$ cat src/design/cpu_defs.svh
`ifndef CPU_DEFS_SVH
`define CPU_DEFS_SVH

// datapath and register file sizes
`define WORD_W 16
`define REG_N 4
`define REG_AW 2

// opcodes, instruction bits [15:12]
`define OP_ADI 4'd4
`define OP_LWD 4'd7
`define OP_SWD 4'd8
`define OP_RTYPE 4'd15

// function codes for OP_RTYPE, bits [5:0]
`define FN_ADD 6'd0
`define FN_SUB 6'd1
`define FN_AND 6'd2
`define FN_ORR 6'd3
`define FN_WWD 6'd28
`define FN_HLT 6'd29

// first fetch address after reset
`define RESET_PC 16'h0000

`endif

$ cat src/design/cpu_pkg.sv
`include "cpu_defs.svh"

package cpu_pkg;

	typedef logic [`WORD_W-1:0] word_t;
	typedef logic [`REG_AW-1:0] reg_idx_t;

	typedef enum logic [1:0] {
		ALU_ADD,
		ALU_SUB,
		ALU_AND,
		ALU_OR
	} alu_op_t;

	// operand source for the instruction in EX
	typedef enum logic [1:0] {
		FWD_REG,
		FWD_MEM,
		FWD_WB
	} fwd_sel_t;

	// decoded control, all zero for a bubble
	typedef struct packed {
		alu_op_t alu_op;
		logic imm_sel;
		logic reg_write;
		logic mem_read;
		logic mem_write;
		logic wwd;
		logic halt;
		logic valid;
	} ctrl_t;

	typedef struct packed {
		word_t pc;
		word_t inst;
		logic valid;
	} if_id_t;

	typedef struct packed {
		ctrl_t ctrl;
		word_t rs_val;
		word_t rt_val;
		word_t imm;
		reg_idx_t rs;
		reg_idx_t rt;
		reg_idx_t dst;
	} id_ex_t;

	typedef struct packed {
		ctrl_t ctrl;
		word_t alu_result;
		word_t store_data;
		reg_idx_t dst;
	} ex_mem_t;

	// value is already the load data or the alu result
	typedef struct packed {
		ctrl_t ctrl;
		word_t value;
		reg_idx_t dst;
	} mem_wb_t;

	typedef struct packed {
		logic rd;
		logic wr;
		word_t addr;
		word_t wdata;
	} dmem_req_t;

endpackage

$ cat src/design/cpu_top.sv
`timescale 1ns/1ns

module cpu_top import cpu_pkg::*; (
	input  logic      clk,
	input  logic      reset_n,
	output logic      imem_rd_o,
	output word_t     imem_addr_o,
	input  word_t     imem_data_i,
	output dmem_req_t dmem_req_o,
	input  word_t     dmem_rdata_i,
	output word_t     num_inst_o,
	output word_t     output_port_o,
	output logic      is_halted_o
);

	if_id_t   if_id;
	ctrl_t    ctrl;
	reg_idx_t rs, rt, dst;
	reg_idx_t ex_dst, mem_dst, wb_idx;
	word_t    imm, rs_data, rt_data;
	word_t    mem_fwd, wb_fwd, wb_data;
	logic     stall, bubble, fetch_stop;
	logic     ex_mem_read, mem_reg_write, wb_en;
	fwd_sel_t fwd_a, fwd_b;
	ex_mem_t  ex_mem;

	pipe_control u_ctrl (
		.clk(clk), .reset_n(reset_n), .if_id_i(if_id),
		.ex_dst_i(ex_dst), .ex_mem_read_i(ex_mem_read),
		.mem_dst_i(mem_dst), .mem_reg_write_i(mem_reg_write),
		.wb_dst_i(wb_idx), .wb_reg_write_i(wb_en),
		.ctrl_o(ctrl), .rs_o(rs), .rt_o(rt), .dst_o(dst), .imm_o(imm),
		.stall_o(stall), .bubble_o(bubble), .fwd_a_o(fwd_a), .fwd_b_o(fwd_b),
		.fetch_stop_o(fetch_stop)
	);

	fetch_stage u_fetch (
		.clk(clk), .reset_n(reset_n), .stall_i(stall), .stop_i(fetch_stop),
		.imem_data_i(imem_data_i), .imem_rd_o(imem_rd_o), .imem_addr_o(imem_addr_o),
		.if_id_o(if_id)
	);

	register_file u_regs (
		.clk(clk), .reset_n(reset_n), .rs_i(rs), .rt_i(rt),
		.wr_en_i(wb_en), .wr_idx_i(wb_idx), .wr_data_i(wb_data),
		.rs_data_o(rs_data), .rt_data_o(rt_data)
	);

	execute_stage u_exec (
		.clk(clk), .reset_n(reset_n), .ctrl_i(ctrl),
		.rs_i(rs), .rt_i(rt), .dst_i(dst), .imm_i(imm),
		.rs_data_i(rs_data), .rt_data_i(rt_data), .bubble_i(bubble),
		.fwd_a_i(fwd_a), .fwd_b_i(fwd_b), .mem_fwd_i(mem_fwd), .wb_fwd_i(wb_fwd),
		.ex_mem_o(ex_mem), .ex_dst_o(ex_dst), .ex_mem_read_o(ex_mem_read)
	);

	mem_wb_stage u_memwb (
		.clk(clk), .reset_n(reset_n), .ex_mem_i(ex_mem), .dmem_rdata_i(dmem_rdata_i),
		.dmem_req_o(dmem_req_o), .mem_fwd_o(mem_fwd), .wb_fwd_o(wb_fwd),
		.mem_dst_o(mem_dst), .mem_reg_write_o(mem_reg_write),
		.wb_idx_o(wb_idx), .wb_en_o(wb_en), .wb_data_o(wb_data),
		.num_inst_o(num_inst_o), .output_port_o(output_port_o),
		.is_halted_o(is_halted_o)
	);

endmodule

$ cat src/design/execute_stage.sv
`timescale 1ns/1ns

module execute_stage import cpu_pkg::*; (
	input  logic     clk,
	input  logic     reset_n,
	input  ctrl_t    ctrl_i,
	input  reg_idx_t rs_i,
	input  reg_idx_t rt_i,
	input  reg_idx_t dst_i,
	input  word_t    imm_i,
	input  word_t    rs_data_i,
	input  word_t    rt_data_i,
	input  logic     bubble_i,
	input  fwd_sel_t fwd_a_i,
	input  fwd_sel_t fwd_b_i,
	input  word_t    mem_fwd_i,
	input  word_t    wb_fwd_i,
	output ex_mem_t  ex_mem_o,
	output reg_idx_t ex_dst_o,
	output logic     ex_mem_read_o
);

	id_ex_t  id_ex_q;
	ex_mem_t ex_mem_q;
	word_t   op_a, op_b, alu_b, alu_y;

	function automatic word_t pick(input fwd_sel_t sel, input word_t reg_val,
		input word_t mem_val, input word_t wb_val);
		case (sel)
			FWD_MEM: return mem_val;
			FWD_WB:  return wb_val;
			default: return reg_val;
		endcase
	endfunction

	always_ff @(posedge clk) begin
		id_ex_q <= '{ctrl: bubble_i ? '0 : ctrl_i, rs_val: rs_data_i, rt_val: rt_data_i,
			imm: imm_i, rs: rs_i, rt: rt_i, dst: dst_i};
		if (!reset_n) begin
			id_ex_q.ctrl <= '0;
		end
	end

	assign op_a  = pick(fwd_a_i, id_ex_q.rs_val, mem_fwd_i, wb_fwd_i);
	assign op_b  = pick(fwd_b_i, id_ex_q.rt_val, mem_fwd_i, wb_fwd_i);
	assign alu_b = id_ex_q.ctrl.imm_sel ? id_ex_q.imm : op_b;

	always_comb begin
		case (id_ex_q.ctrl.alu_op)
			ALU_SUB: alu_y = op_a - alu_b;
			ALU_AND: alu_y = op_a & alu_b;
			ALU_OR:  alu_y = op_a | alu_b;
			default: alu_y = op_a + alu_b;
		endcase
	end

	// store data is the forwarded rt value
	always_ff @(posedge clk) begin
		ex_mem_q <= '{ctrl: id_ex_q.ctrl, alu_result: alu_y, store_data: op_b,
			dst: id_ex_q.dst};
		if (!reset_n) begin
			ex_mem_q.ctrl <= '0;
		end
	end

	assign ex_mem_o      = ex_mem_q;
	assign ex_dst_o      = id_ex_q.dst;
	assign ex_mem_read_o = id_ex_q.ctrl.mem_read;

	// an empty slot in EX never writes a register or memory
	assert property (@(posedge clk) disable iff (!reset_n)
		!id_ex_q.ctrl.valid |-> !(id_ex_q.ctrl.reg_write || id_ex_q.ctrl.mem_write))
		else $error("bubble carried a register or memory write");

endmodule

$ cat src/design/fetch_stage.sv
`timescale 1ns/1ns
`include "cpu_defs.svh"

module fetch_stage import cpu_pkg::*; (
	input  logic   clk,
	input  logic   reset_n,
	input  logic   stall_i,
	input  logic   stop_i,
	input  word_t  imem_data_i,
	output logic   imem_rd_o,
	output word_t  imem_addr_o,
	output if_id_t if_id_o
);

	word_t  pc_q;
	logic   run_q;
	if_id_t if_id_q;

	// first fetch one cycle after reset is released
	assign imem_rd_o   = run_q && !stop_i;
	assign imem_addr_o = pc_q;
	assign if_id_o     = if_id_q;

	always_ff @(posedge clk) begin
		if (!reset_n) begin
			pc_q  <= `RESET_PC;
			run_q <= 1'b0;
		end else begin
			run_q <= 1'b1;
			if (imem_rd_o && !stall_i) begin
				pc_q <= pc_q + 1'b1;
			end
		end
	end

	// IF/ID holds during a load-use stall
	always_ff @(posedge clk) begin
		if (!stall_i) begin
			if_id_q.pc   <= pc_q;
			if_id_q.inst <= imem_data_i;
		end
		if (!reset_n) begin
			if_id_q.valid <= 1'b0;
		end else if (!stall_i) begin
			if_id_q.valid <= imem_rd_o;
		end
	end

endmodule

$ cat src/design/mem_wb_stage.sv
`timescale 1ns/1ns

module mem_wb_stage import cpu_pkg::*; (
	input  logic      clk,
	input  logic      reset_n,
	input  ex_mem_t   ex_mem_i,
	input  word_t     dmem_rdata_i,
	output dmem_req_t dmem_req_o,
	output word_t     mem_fwd_o,
	output word_t     wb_fwd_o,
	output reg_idx_t  mem_dst_o,
	output logic      mem_reg_write_o,
	output reg_idx_t  wb_idx_o,
	output logic      wb_en_o,
	output word_t     wb_data_o,
	output word_t     num_inst_o,
	output word_t     output_port_o,
	output logic      is_halted_o
);

	mem_wb_t mem_wb_q;
	word_t   num_inst_q, port_q;
	logic    halted_q;

	// address is the alu result of rs + imm
	assign dmem_req_o.rd    = ex_mem_i.ctrl.mem_read;
	assign dmem_req_o.wr    = ex_mem_i.ctrl.mem_write;
	assign dmem_req_o.addr  = ex_mem_i.alu_result;
	assign dmem_req_o.wdata = ex_mem_i.store_data;

	assign mem_fwd_o       = ex_mem_i.alu_result;
	assign mem_dst_o       = ex_mem_i.dst;
	assign mem_reg_write_o = ex_mem_i.ctrl.reg_write;

	always_ff @(posedge clk) begin
		mem_wb_q <= '{ctrl: ex_mem_i.ctrl, dst: ex_mem_i.dst,
			value: ex_mem_i.ctrl.mem_read ? dmem_rdata_i : ex_mem_i.alu_result};
		if (!reset_n) begin
			mem_wb_q.ctrl <= '0;
		end
	end

	assign wb_fwd_o  = mem_wb_q.value;
	assign wb_idx_o  = mem_wb_q.dst;
	assign wb_en_o   = mem_wb_q.ctrl.reg_write;
	assign wb_data_o = mem_wb_q.value;

	// retire side effects
	always_ff @(posedge clk) begin
		if (!reset_n) begin
			num_inst_q <= '0;
			port_q     <= '0;
			halted_q   <= 1'b0;
		end else begin
			if (mem_wb_q.ctrl.valid) begin
				num_inst_q <= num_inst_q + 1'b1;
			end
			if (mem_wb_q.ctrl.wwd) begin
				port_q <= mem_wb_q.value;
			end
			if (mem_wb_q.ctrl.halt) begin
				halted_q <= 1'b1;
			end
		end
	end

	assign num_inst_o    = num_inst_q;
	assign output_port_o = port_q;
	assign is_halted_o   = halted_q;

	// decode never sets both, the RAM has no defined answer to it
	assert property (@(posedge clk) disable iff (!reset_n) !(dmem_req_o.rd && dmem_req_o.wr))
		else $error("data memory read and write strobes high together");

endmodule

$ cat src/design/pipe_control.sv
`timescale 1ns/1ns
`include "cpu_defs.svh"

module pipe_control import cpu_pkg::*; (
	input  logic     clk,
	input  logic     reset_n,
	input  if_id_t   if_id_i,
	input  reg_idx_t ex_dst_i,
	input  logic     ex_mem_read_i,
	input  reg_idx_t mem_dst_i,
	input  logic     mem_reg_write_i,
	input  reg_idx_t wb_dst_i,
	input  logic     wb_reg_write_i,
	output ctrl_t    ctrl_o,
	output reg_idx_t rs_o,
	output reg_idx_t rt_o,
	output reg_idx_t dst_o,
	output word_t    imm_o,
	output logic     stall_o,
	output logic     bubble_o,
	output fwd_sel_t fwd_a_o,
	output fwd_sel_t fwd_b_o,
	output logic     fetch_stop_o
);

	logic [3:0] opcode;
	logic [5:0] funct;
	logic       uses_rs, uses_rt, load_use, stop_q;
	reg_idx_t   rd, rs_ex_q, rt_ex_q;

	assign opcode = if_id_i.inst[15:12];
	assign funct  = if_id_i.inst[5:0];
	assign rs_o   = if_id_i.inst[11:10];
	assign rt_o   = if_id_i.inst[9:8];
	assign rd     = if_id_i.inst[7:6];

	always_comb begin
		ctrl_o  = '0;
		uses_rs = 1'b1;
		uses_rt = 1'b0;
		dst_o   = rt_o;
		imm_o   = {{(`WORD_W-8){if_id_i.inst[7]}}, if_id_i.inst[7:0]};
		case (opcode)
			`OP_RTYPE: begin
				// rd and funct share the imm bits, wwd passes rs through rs + 0
				dst_o = rd;
				imm_o = '0;
				case (funct)
					`FN_ADD: {ctrl_o.alu_op, ctrl_o.reg_write, uses_rt} = {ALU_ADD, 2'b11};
					`FN_SUB: {ctrl_o.alu_op, ctrl_o.reg_write, uses_rt} = {ALU_SUB, 2'b11};
					`FN_AND: {ctrl_o.alu_op, ctrl_o.reg_write, uses_rt} = {ALU_AND, 2'b11};
					`FN_ORR: {ctrl_o.alu_op, ctrl_o.reg_write, uses_rt} = {ALU_OR, 2'b11};
					`FN_WWD: {ctrl_o.imm_sel, ctrl_o.wwd} = 2'b11;
					`FN_HLT: {ctrl_o.halt, uses_rs} = 2'b10;
					default: uses_rs = 1'b0;
				endcase
			end
			`OP_ADI: {ctrl_o.imm_sel, ctrl_o.reg_write} = 2'b11;
			`OP_LWD: {ctrl_o.imm_sel, ctrl_o.reg_write, ctrl_o.mem_read} = 3'b111;
			`OP_SWD: {ctrl_o.imm_sel, ctrl_o.mem_write, uses_rt} = 3'b111;
			default: uses_rs = 1'b0;
		endcase
		ctrl_o.valid = 1'b1;
		if (!if_id_i.valid) begin
			ctrl_o = '0;
		end
	end

	// load in EX whose result the decoding instruction needs
	assign load_use = ctrl_o.valid && ex_mem_read_i &&
		((uses_rs && rs_o == ex_dst_i) || (uses_rt && rt_o == ex_dst_i));
	assign stall_o  = load_use;
	assign bubble_o = load_use;

	// stop takes effect in the decode cycle so the next word is dropped
	assign fetch_stop_o = stop_q || ctrl_o.halt;

	always_ff @(posedge clk) begin
		if (!reset_n) begin
			stop_q <= 1'b0;
		end else if (ctrl_o.halt) begin
			stop_q <= 1'b1;
		end
	end

	// source indices of the instruction now entering EX
	always_ff @(posedge clk) begin
		rs_ex_q <= rs_o;
		rt_ex_q <= rt_o;
	end

	// EX/MEM wins over MEM/WB
	assign fwd_a_o = (mem_reg_write_i && mem_dst_i == rs_ex_q) ? FWD_MEM :
		(wb_reg_write_i && wb_dst_i == rs_ex_q) ? FWD_WB : FWD_REG;
	assign fwd_b_o = (mem_reg_write_i && mem_dst_i == rt_ex_q) ? FWD_MEM :
		(wb_reg_write_i && wb_dst_i == rt_ex_q) ? FWD_WB : FWD_REG;

	// the bubble behind a load leaves nothing to stall on
	assert property (@(posedge clk) disable iff (!reset_n) stall_o |=> !stall_o)
		else $error("load-use stall lasted more than one cycle");

endmodule

$ cat src/design/register_file.sv
`timescale 1ns/1ns
`include "cpu_defs.svh"

module register_file import cpu_pkg::*; (
	input  logic     clk,
	input  logic     reset_n,
	input  reg_idx_t rs_i,
	input  reg_idx_t rt_i,
	input  logic     wr_en_i,
	input  reg_idx_t wr_idx_i,
	input  word_t    wr_data_i,
	output word_t    rs_data_o,
	output word_t    rt_data_o
);

	word_t regs [`REG_N];

	always_ff @(posedge clk) begin
		if (!reset_n) begin
			for (int i = 0; i < `REG_N; i++) begin
				regs[i] <= '0;
			end
		end else if (wr_en_i) begin
			regs[wr_idx_i] <= wr_data_i;
		end
	end

	// write-back in the same cycle is visible to decode
	assign rs_data_o = (wr_en_i && wr_idx_i == rs_i) ? wr_data_i : regs[rs_i];
	assign rt_data_o = (wr_en_i && wr_idx_i == rt_i) ? wr_data_i : regs[rt_i];

endmodule

$ cat config.mk
export PLATFORM = sky130hd
export DESIGN_NAME = cpu_top
export DESIGN_NICKNAME = d
export VERILOG_FILES = /design/src/design/cpu_pkg.sv /design/src/design/cpu_top.sv /design/src/design/execute_stage.sv /design/src/design/fetch_stage.sv /design/src/design/mem_wb_stage.sv /design/src/design/pipe_control.sv /design/src/design/register_file.sv
export VERILOG_INCLUDE_DIRS = /design/src /design/src/design
export SDC_FILE = /design/constraint.sdc
export NUM_CORES = 1
export LEC_CHECK = 0
export BUFFER_PORTS_ARGS = -buffer_cell sky130_fd_sc_hd__buf_2
export CAP_MARGIN = 10
export CORE_MARGIN = 2
export CORE_UTILIZATION = 40
export CTS_BUF_LIST = sky130_fd_sc_hd__clkbuf_8 sky130_fd_sc_hd__clkbuf_16
export DETAILED_ROUTE_END_ITERATION = 12
export GPL_ROUTABILITY_DRIVEN = 0
export PLACE_DENSITY_LB_ADDON = 0.12
export SLEW_MARGIN = 20
export SYNTH_ARGS = -nofsm -noshare
export SYNTH_HDL_FRONTEND = slang
export SYNTH_HIERARCHICAL = 1
export SYNTH_SLANG_ARGS = --single-unit
$ cat constraint.sdc
create_clock -name clk -period 11 [get_ports clk]
set_clock_uncertainty 0.05 [all_clocks]
set_input_delay 0 -clock clk [delete_from_list [all_inputs] [get_ports clk]]
set_output_delay 0 -clock clk [all_outputs]
set_load 0.05 [all_outputs]
==> reports/qor.yml, run 1 <==
status:
  status: "complete, no violations"
routing:
  ant_nets: 0
  drc_errors: 0
  vias_per_cell: 5.13
  wire_per_inst_um: 19.0
  drt_iter0_drc: 463
  dr_total_vias: 8347
  routed_wirelength_um: 31000
  dr.pass1.iters: 5
sta:
  layout_setup_ws_ns: 5.50
  worst_pin_slew_ns: 1.11
  timing.final.hold_violations: 0
  slew_headroom: 0.261
  clock.fmax_mhz: 182
  setup_tns_ns: 0
  setup_viol: 0
  finalMaxSlewViolations: 0
  whs_ns: 0.103
  finalCritPeriodShare: 0.500
  rsz0062_at_grt: "false"
  finalCriticalPeriod_ns: 5.50
final_layout:
  area_delta_synth_final_pct: 10.5
  layout_common_cells: "177 x dfxtp_1, 117 x buf_2, 80 x edfxtp_1"
  layout_commonest_cell: "dfxtp_1"
  drive_gt1_frac: 0.229
  diodes: 0
  layout.nets: 1265
  final_util: 0.450
  final_area_sq_um: 14200
die:
  fp.coreArea_sq_um: 31600
  fp.dieW_um: 183
  die-height_um: 183
  initial_utilization: 0.407
  die_area_sq_um: 33600
  placementRows: 65
  io_pins: 118
placement:
  placed_cell_area_sq_um: 12900
  hpwlAfterDp_um: 21300
  preCtsSetupSlack_ns: 5.55
  portBuffers: 117
clock_network:
  clk_pin_slew_ns: 0.06
  clk_latency_ns: 0.55
  h-tree-depth: 1
  cts.sinks: 257
  numCtsBuffers: 29
  root_buffer: "clkbuf_16"
  cts_tree: "yes"
  cts_buffer_depth: 3
global_routing:
  grt_max_degree: 45
  grt_pass1_vias: 8258
  antenna_found_initial: 0
  grt.total_usage: 0.183
  grt_pass1_wl_um: 47500
  grt-ovfl-total: 0
hold_path:
  hp-class: "in -> reg"
  holdPathStages: 2
power_and_ir_drop:
  p_per_area_nw_per_um2: 180
  peakVddDrop_v: 0.000113
  p_leak_uw: 0.00590
run:
  cap_violations: 0
critical_path:
  cp-start-kind: "register"
  cp.required_ns: 11.41
  worstPathArrival_ns: 5.90
  cp-end-kind: "register"
  r2r_cells: 18
  cp_max_fo: 31
  path_class: "reg -> reg"
synth:
  synth_area_sq_um: 12900
  synthCells: 1171
  yosysWarnings: 6
  synth_fp_nets: 1234
  synth.avg_cell_area_sq_um: 11.0
[registers in the layout (all words and copies together) (netlist names), 3 cells and up]
signal,count
u_memwb/output_port_o,16
u_fetch/imem_addr_o,16
u_memwb/wb_data_o,16
u_fetch/if_id_o,17
u_regs/regs,64
u_memwb/mem_wb_q,3
u_exec/id_ex_q,56
u_exec/ex_mem_o,40
u_memwb/num_inst_o,16
[critical path, stage by stage (launching register included)]
cell	delay, ns
dfxtp_1	0.84
nand3_1	0.18
nor2_1	0.20
ha_1	0.70
o21ai_0	0.37
nor2b_1	0.22
a21oi_1	0.24
ha_1	0.28
nor2_1	0.08
xnor2_1	0.15
ha_1	0.35
nor2b_1	0.15
o21ai_0	0.21
a21oi_1	0.14
o211ai_1	0.25
a21oi_1	0.13
o31a_1	0.35
o2111a_1	0.27
a211oi_1	0.22
[through the flow]
step	cells	power, uW
2_1_floorplan	1171	1570
3_3_place_gp	1540	1590
3_5_place_dp	1540	1590
4_1_cts	1627	2590
5_1_grt	1627	2670
6_report	1627	2560
[layout make-up]
class	count	area, sq um
inverters	26	97.6
clock inverters	18	146
clock buffers	36	833
multi-input cells	727	5710
repair buffers	161	998
flip-flops and latches	257	5950
fillers	2973	17400
well taps	402	503
[power by group]
group	switching (uW)	leakage (uW)	internal, uW
sequential	146	0.00230	1060
combinational	232	0.00310	145
clock	395	0.000509	582
[per-layer routing]
metal | vias up | global-route usage | wire length, um
met2 | 176 | 0.299 | 14300
li1 | 4119 | - | -
met3 | 39 | 0.0250 | 1200
met4 | 0 | 0.0512 | 595
met5 | - | 0 | 0
met1 | 4013 | 0.254 | 14800
[final timing paths]
kind / start / endpoint / slack [ns]
max reg2reg: u_memwb/wb_en_o$_SDFF_PN0_ / u_exec/ex_mem_o[32]$_DFF_P_ / 5.50
max: u_memwb/wb_en_o$_SDFF_PN0_ / u_exec/ex_mem_o[32]$_DFF_P_ / 5.50
min reg2reg: u_exec/ex_mem_o[1]$_DFF_P_ / u_memwb/wb_idx_o[1]$_DFF_P_ / 0.35
min: imem_data_i[9] / u_fetch/if_id_o[10]$_DFFE_PN_ / 0.10
[what timing repair did]
action / 4_1_cts / 5_1_grt
endpoints found under the hold margin: 46 / 0
setup endpoints to repair: 0 / 0
hold buffers: 33 / 0
resized for setup: 0 / 0
buffers inserted: 0 / 0
(Power assumes the default switching activity.)
==> run 2: changes to the inputs <==
ABC_AREA = 1   (was default)
clock period = 4.5 ns   (was 11 ns; I/O delays follow)
==> reports/qor.yml, run 2 <==
status:
  status: "complete, no violations"
global_routing:
  grt_pass1_vias: 10984
  grt.total_usage: 0.213
  grt-ovfl-total: 0
  antenna_found_initial: 0
  grt_max_degree: 57
  grt_pass1_wl_um: 59600
die:
  die-height_um: 189
  die_area_sq_um: 35700
  placementRows: 67
  fp.coreArea_sq_um: 33600
  fp.dieW_um: 189
  io_pins: 118
  initial_utilization: 0.407
routing:
  ant_nets: 0
  drc_errors: 0
  drt_iter0_drc: 781
  wire_per_inst_um: 16.6
  routed_wirelength_um: 38000
  dr.pass1.iters: 5
  vias_per_cell: 4.97
  dr_total_vias: 11382
critical_path:
  worstPathArrival_ns: 4.53
  r2r_start: "u_memwb/wb_idx_o[0]$_DFF_P_"
  cp.required_ns: 4.86
  regToRegSetupSlack_ns: 0.33
  cp_max_fo: 23
  r2r-end: "u_exec/ex_mem_o[25]$_DFF_P_"
  path_class: "reg -> reg"
  cp-start-kind: "register"
  r2r_cells: 16
  cp-end-kind: "register"
synth:
  synthCells: 1788
  synth.avg_cell_area_sq_um: 7.65
  yosysWarnings: 6
  synth_fp_nets: 1851
  synth_area_sq_um: 13700
placement:
  portBuffers: 117
  hpwlAfterDp_um: 26200
  preCtsSetupSlack_ns: 0.343
final_layout:
  layout_commonest_cell: "nand2_1"
  layout_common_cells: "478 x nand2_1, 209 x inv_1, 177 x dfxtp_1"
  n_fill_cell: 3379
  top_register: "u_regs/regs"
  area.sequential_sq_um: 5950
  diodes: 0
  drive_gt1_frac: 0.154
  largest_reg_flops: 64
  multi_input_area_sq_um: 5790
  area_delta_synth_final_pct: 11.6
  layout.nets: 1880
sta:
  finalMaxSlewViolations: 0
  worst_pin_slew_ns: 1.06
  finalCritPeriodShare: 0.927
  finalCriticalPeriod_ns: 4.17
  layout_setup_ws_ns: 0.327
  setup_tns_ns: 0
  rsz0062_at_grt: "false"
  setup_viol: 0
  clock.fmax_mhz: 240
  timing.final.hold_violations: 0
  slew_headroom: 0.293
clock_network:
  clk_latency_ns: 0.57
  cts_tree: "yes"
  numCtsBuffers: 31
  cts_buffer_depth: 3
  cts.sinks: 257
  root_buffer: "clkbuf_16"
  h-tree-depth: 1
  clk_pin_slew_ns: 0.06
  postCtsSetupBuffers: 0
power_and_ir_drop:
  p_per_area_nw_per_um2: 443
  peakVddDrop_v: 0.000364
  p_leak_uw: 0.00734
hold_path:
  min-delay-start: "reset_n"
  holdPathStages: 2
  hold_end: "u_fetch/run_q$_DFF_P_"
  hp-class: "in -> reg"
run:
  cap_violations: 0
## run 2: changes by cell type in the layout (fill, tap and decap cells not counted), moves of 20 or more
cell / delta
nand2_1: +402
inv_1: +179
nand3_1: +132
nor2_1: +91
and2_1: -71
xnor2_1: -29
a22oi_1: -26
mux2i_1: -25
nand2_2: +22
o21ai_0: +22
and3_1: -21
mux2_4: -20
mux4_2: -20
## run 2: layout make-up
cell class | count | share of cell area
Clock buffer | 37 | 0.0585
Clock inverter | 21 | 0.0148
Inverter | 219 | 0.0542
Multi-Input combinational cell | 1145 | 0.380
Sequential cell | 257 | 0.390
Tap cell | 448 | 0.0367
Timing Repair Buffer | 163 | 0.0663
## run 2: per-stage QoR
stage          hold WS [ns]  power, uW  utilization  area, sq um  std cells
3_3_place_gp          0.127       4110        0.411        13800       2200
6_report             0.0164       6750        0.454        15300       2290
5_1_grt              0.0385       7050        0.454        15300       2290
3_5_place_dp          0.128       4110        0.411        13800       2200
4_1_cts              0.0155       6820        0.453        15200       2290
2_1_floorplan       -0.0223       3990            -        13700       1788
## run 2: critical path, stage by stage (launching register included)
cell,delay (ns)
dfxtp_1,0.52
o221ai_1,0.19
nor3_1,0.31
ha_1,0.41
inv_1,0.37
o21ai_0,0.57
inv_1,0.15
ha_1,0.32
nand3b_1,0.07
nand2_1,0.11
inv_1,0.05
o21bai_1,0.21
nand2_1,0.12
nand2_1,0.13
xor2_1,0.21
nand2_1,0.09
o311ai_0,0.15
## run 2: how the worst max path moves through the flow
stage                                      startpoint                     endpoint
after floorplan            u_exec/ex_mem_o[0]$_DFF_P_  u_exec/ex_mem_o[30]$_DFF_P_
after global placement     u_exec/ex_mem_o[0]$_DFF_P_  u_exec/ex_mem_o[28]$_DFF_P_
after detailed placement   u_exec/ex_mem_o[0]$_DFF_P_  u_exec/ex_mem_o[28]$_DFF_P_
after CTS                  u_exec/ex_mem_o[0]$_DFF_P_  u_exec/ex_mem_o[28]$_DFF_P_
after global routing       u_exec/ex_mem_o[0]$_DFF_P_  u_exec/ex_mem_o[33]$_DFF_P_
final                     u_memwb/wb_idx_o[0]$_DFF_P_  u_exec/ex_mem_o[25]$_DFF_P_
## run 2: report_power, final
group	switching (uW)	internal, uW
Combinational	811	340
Sequential	339	2600
Clock	1020	1650
## run 2: layer usage
metal,vias up,track usage,part of all wire
li1,5628,-,-
met1,5316,0.277,0.44
met2,364,0.367,0.47
met3,74,0.0271,0.055
met4,0,0.0694,0.031
met5,-,0,0
## run 2: timing repair
| action | CTS | global route |
|---|---|---|
| endpoints found under the setup margin | 0 | 6 |
| hold buffers | 32 | 0 |
| hold endpoints to repair | 32 | 0 |
| gates resized for setup | 0 | 6 |
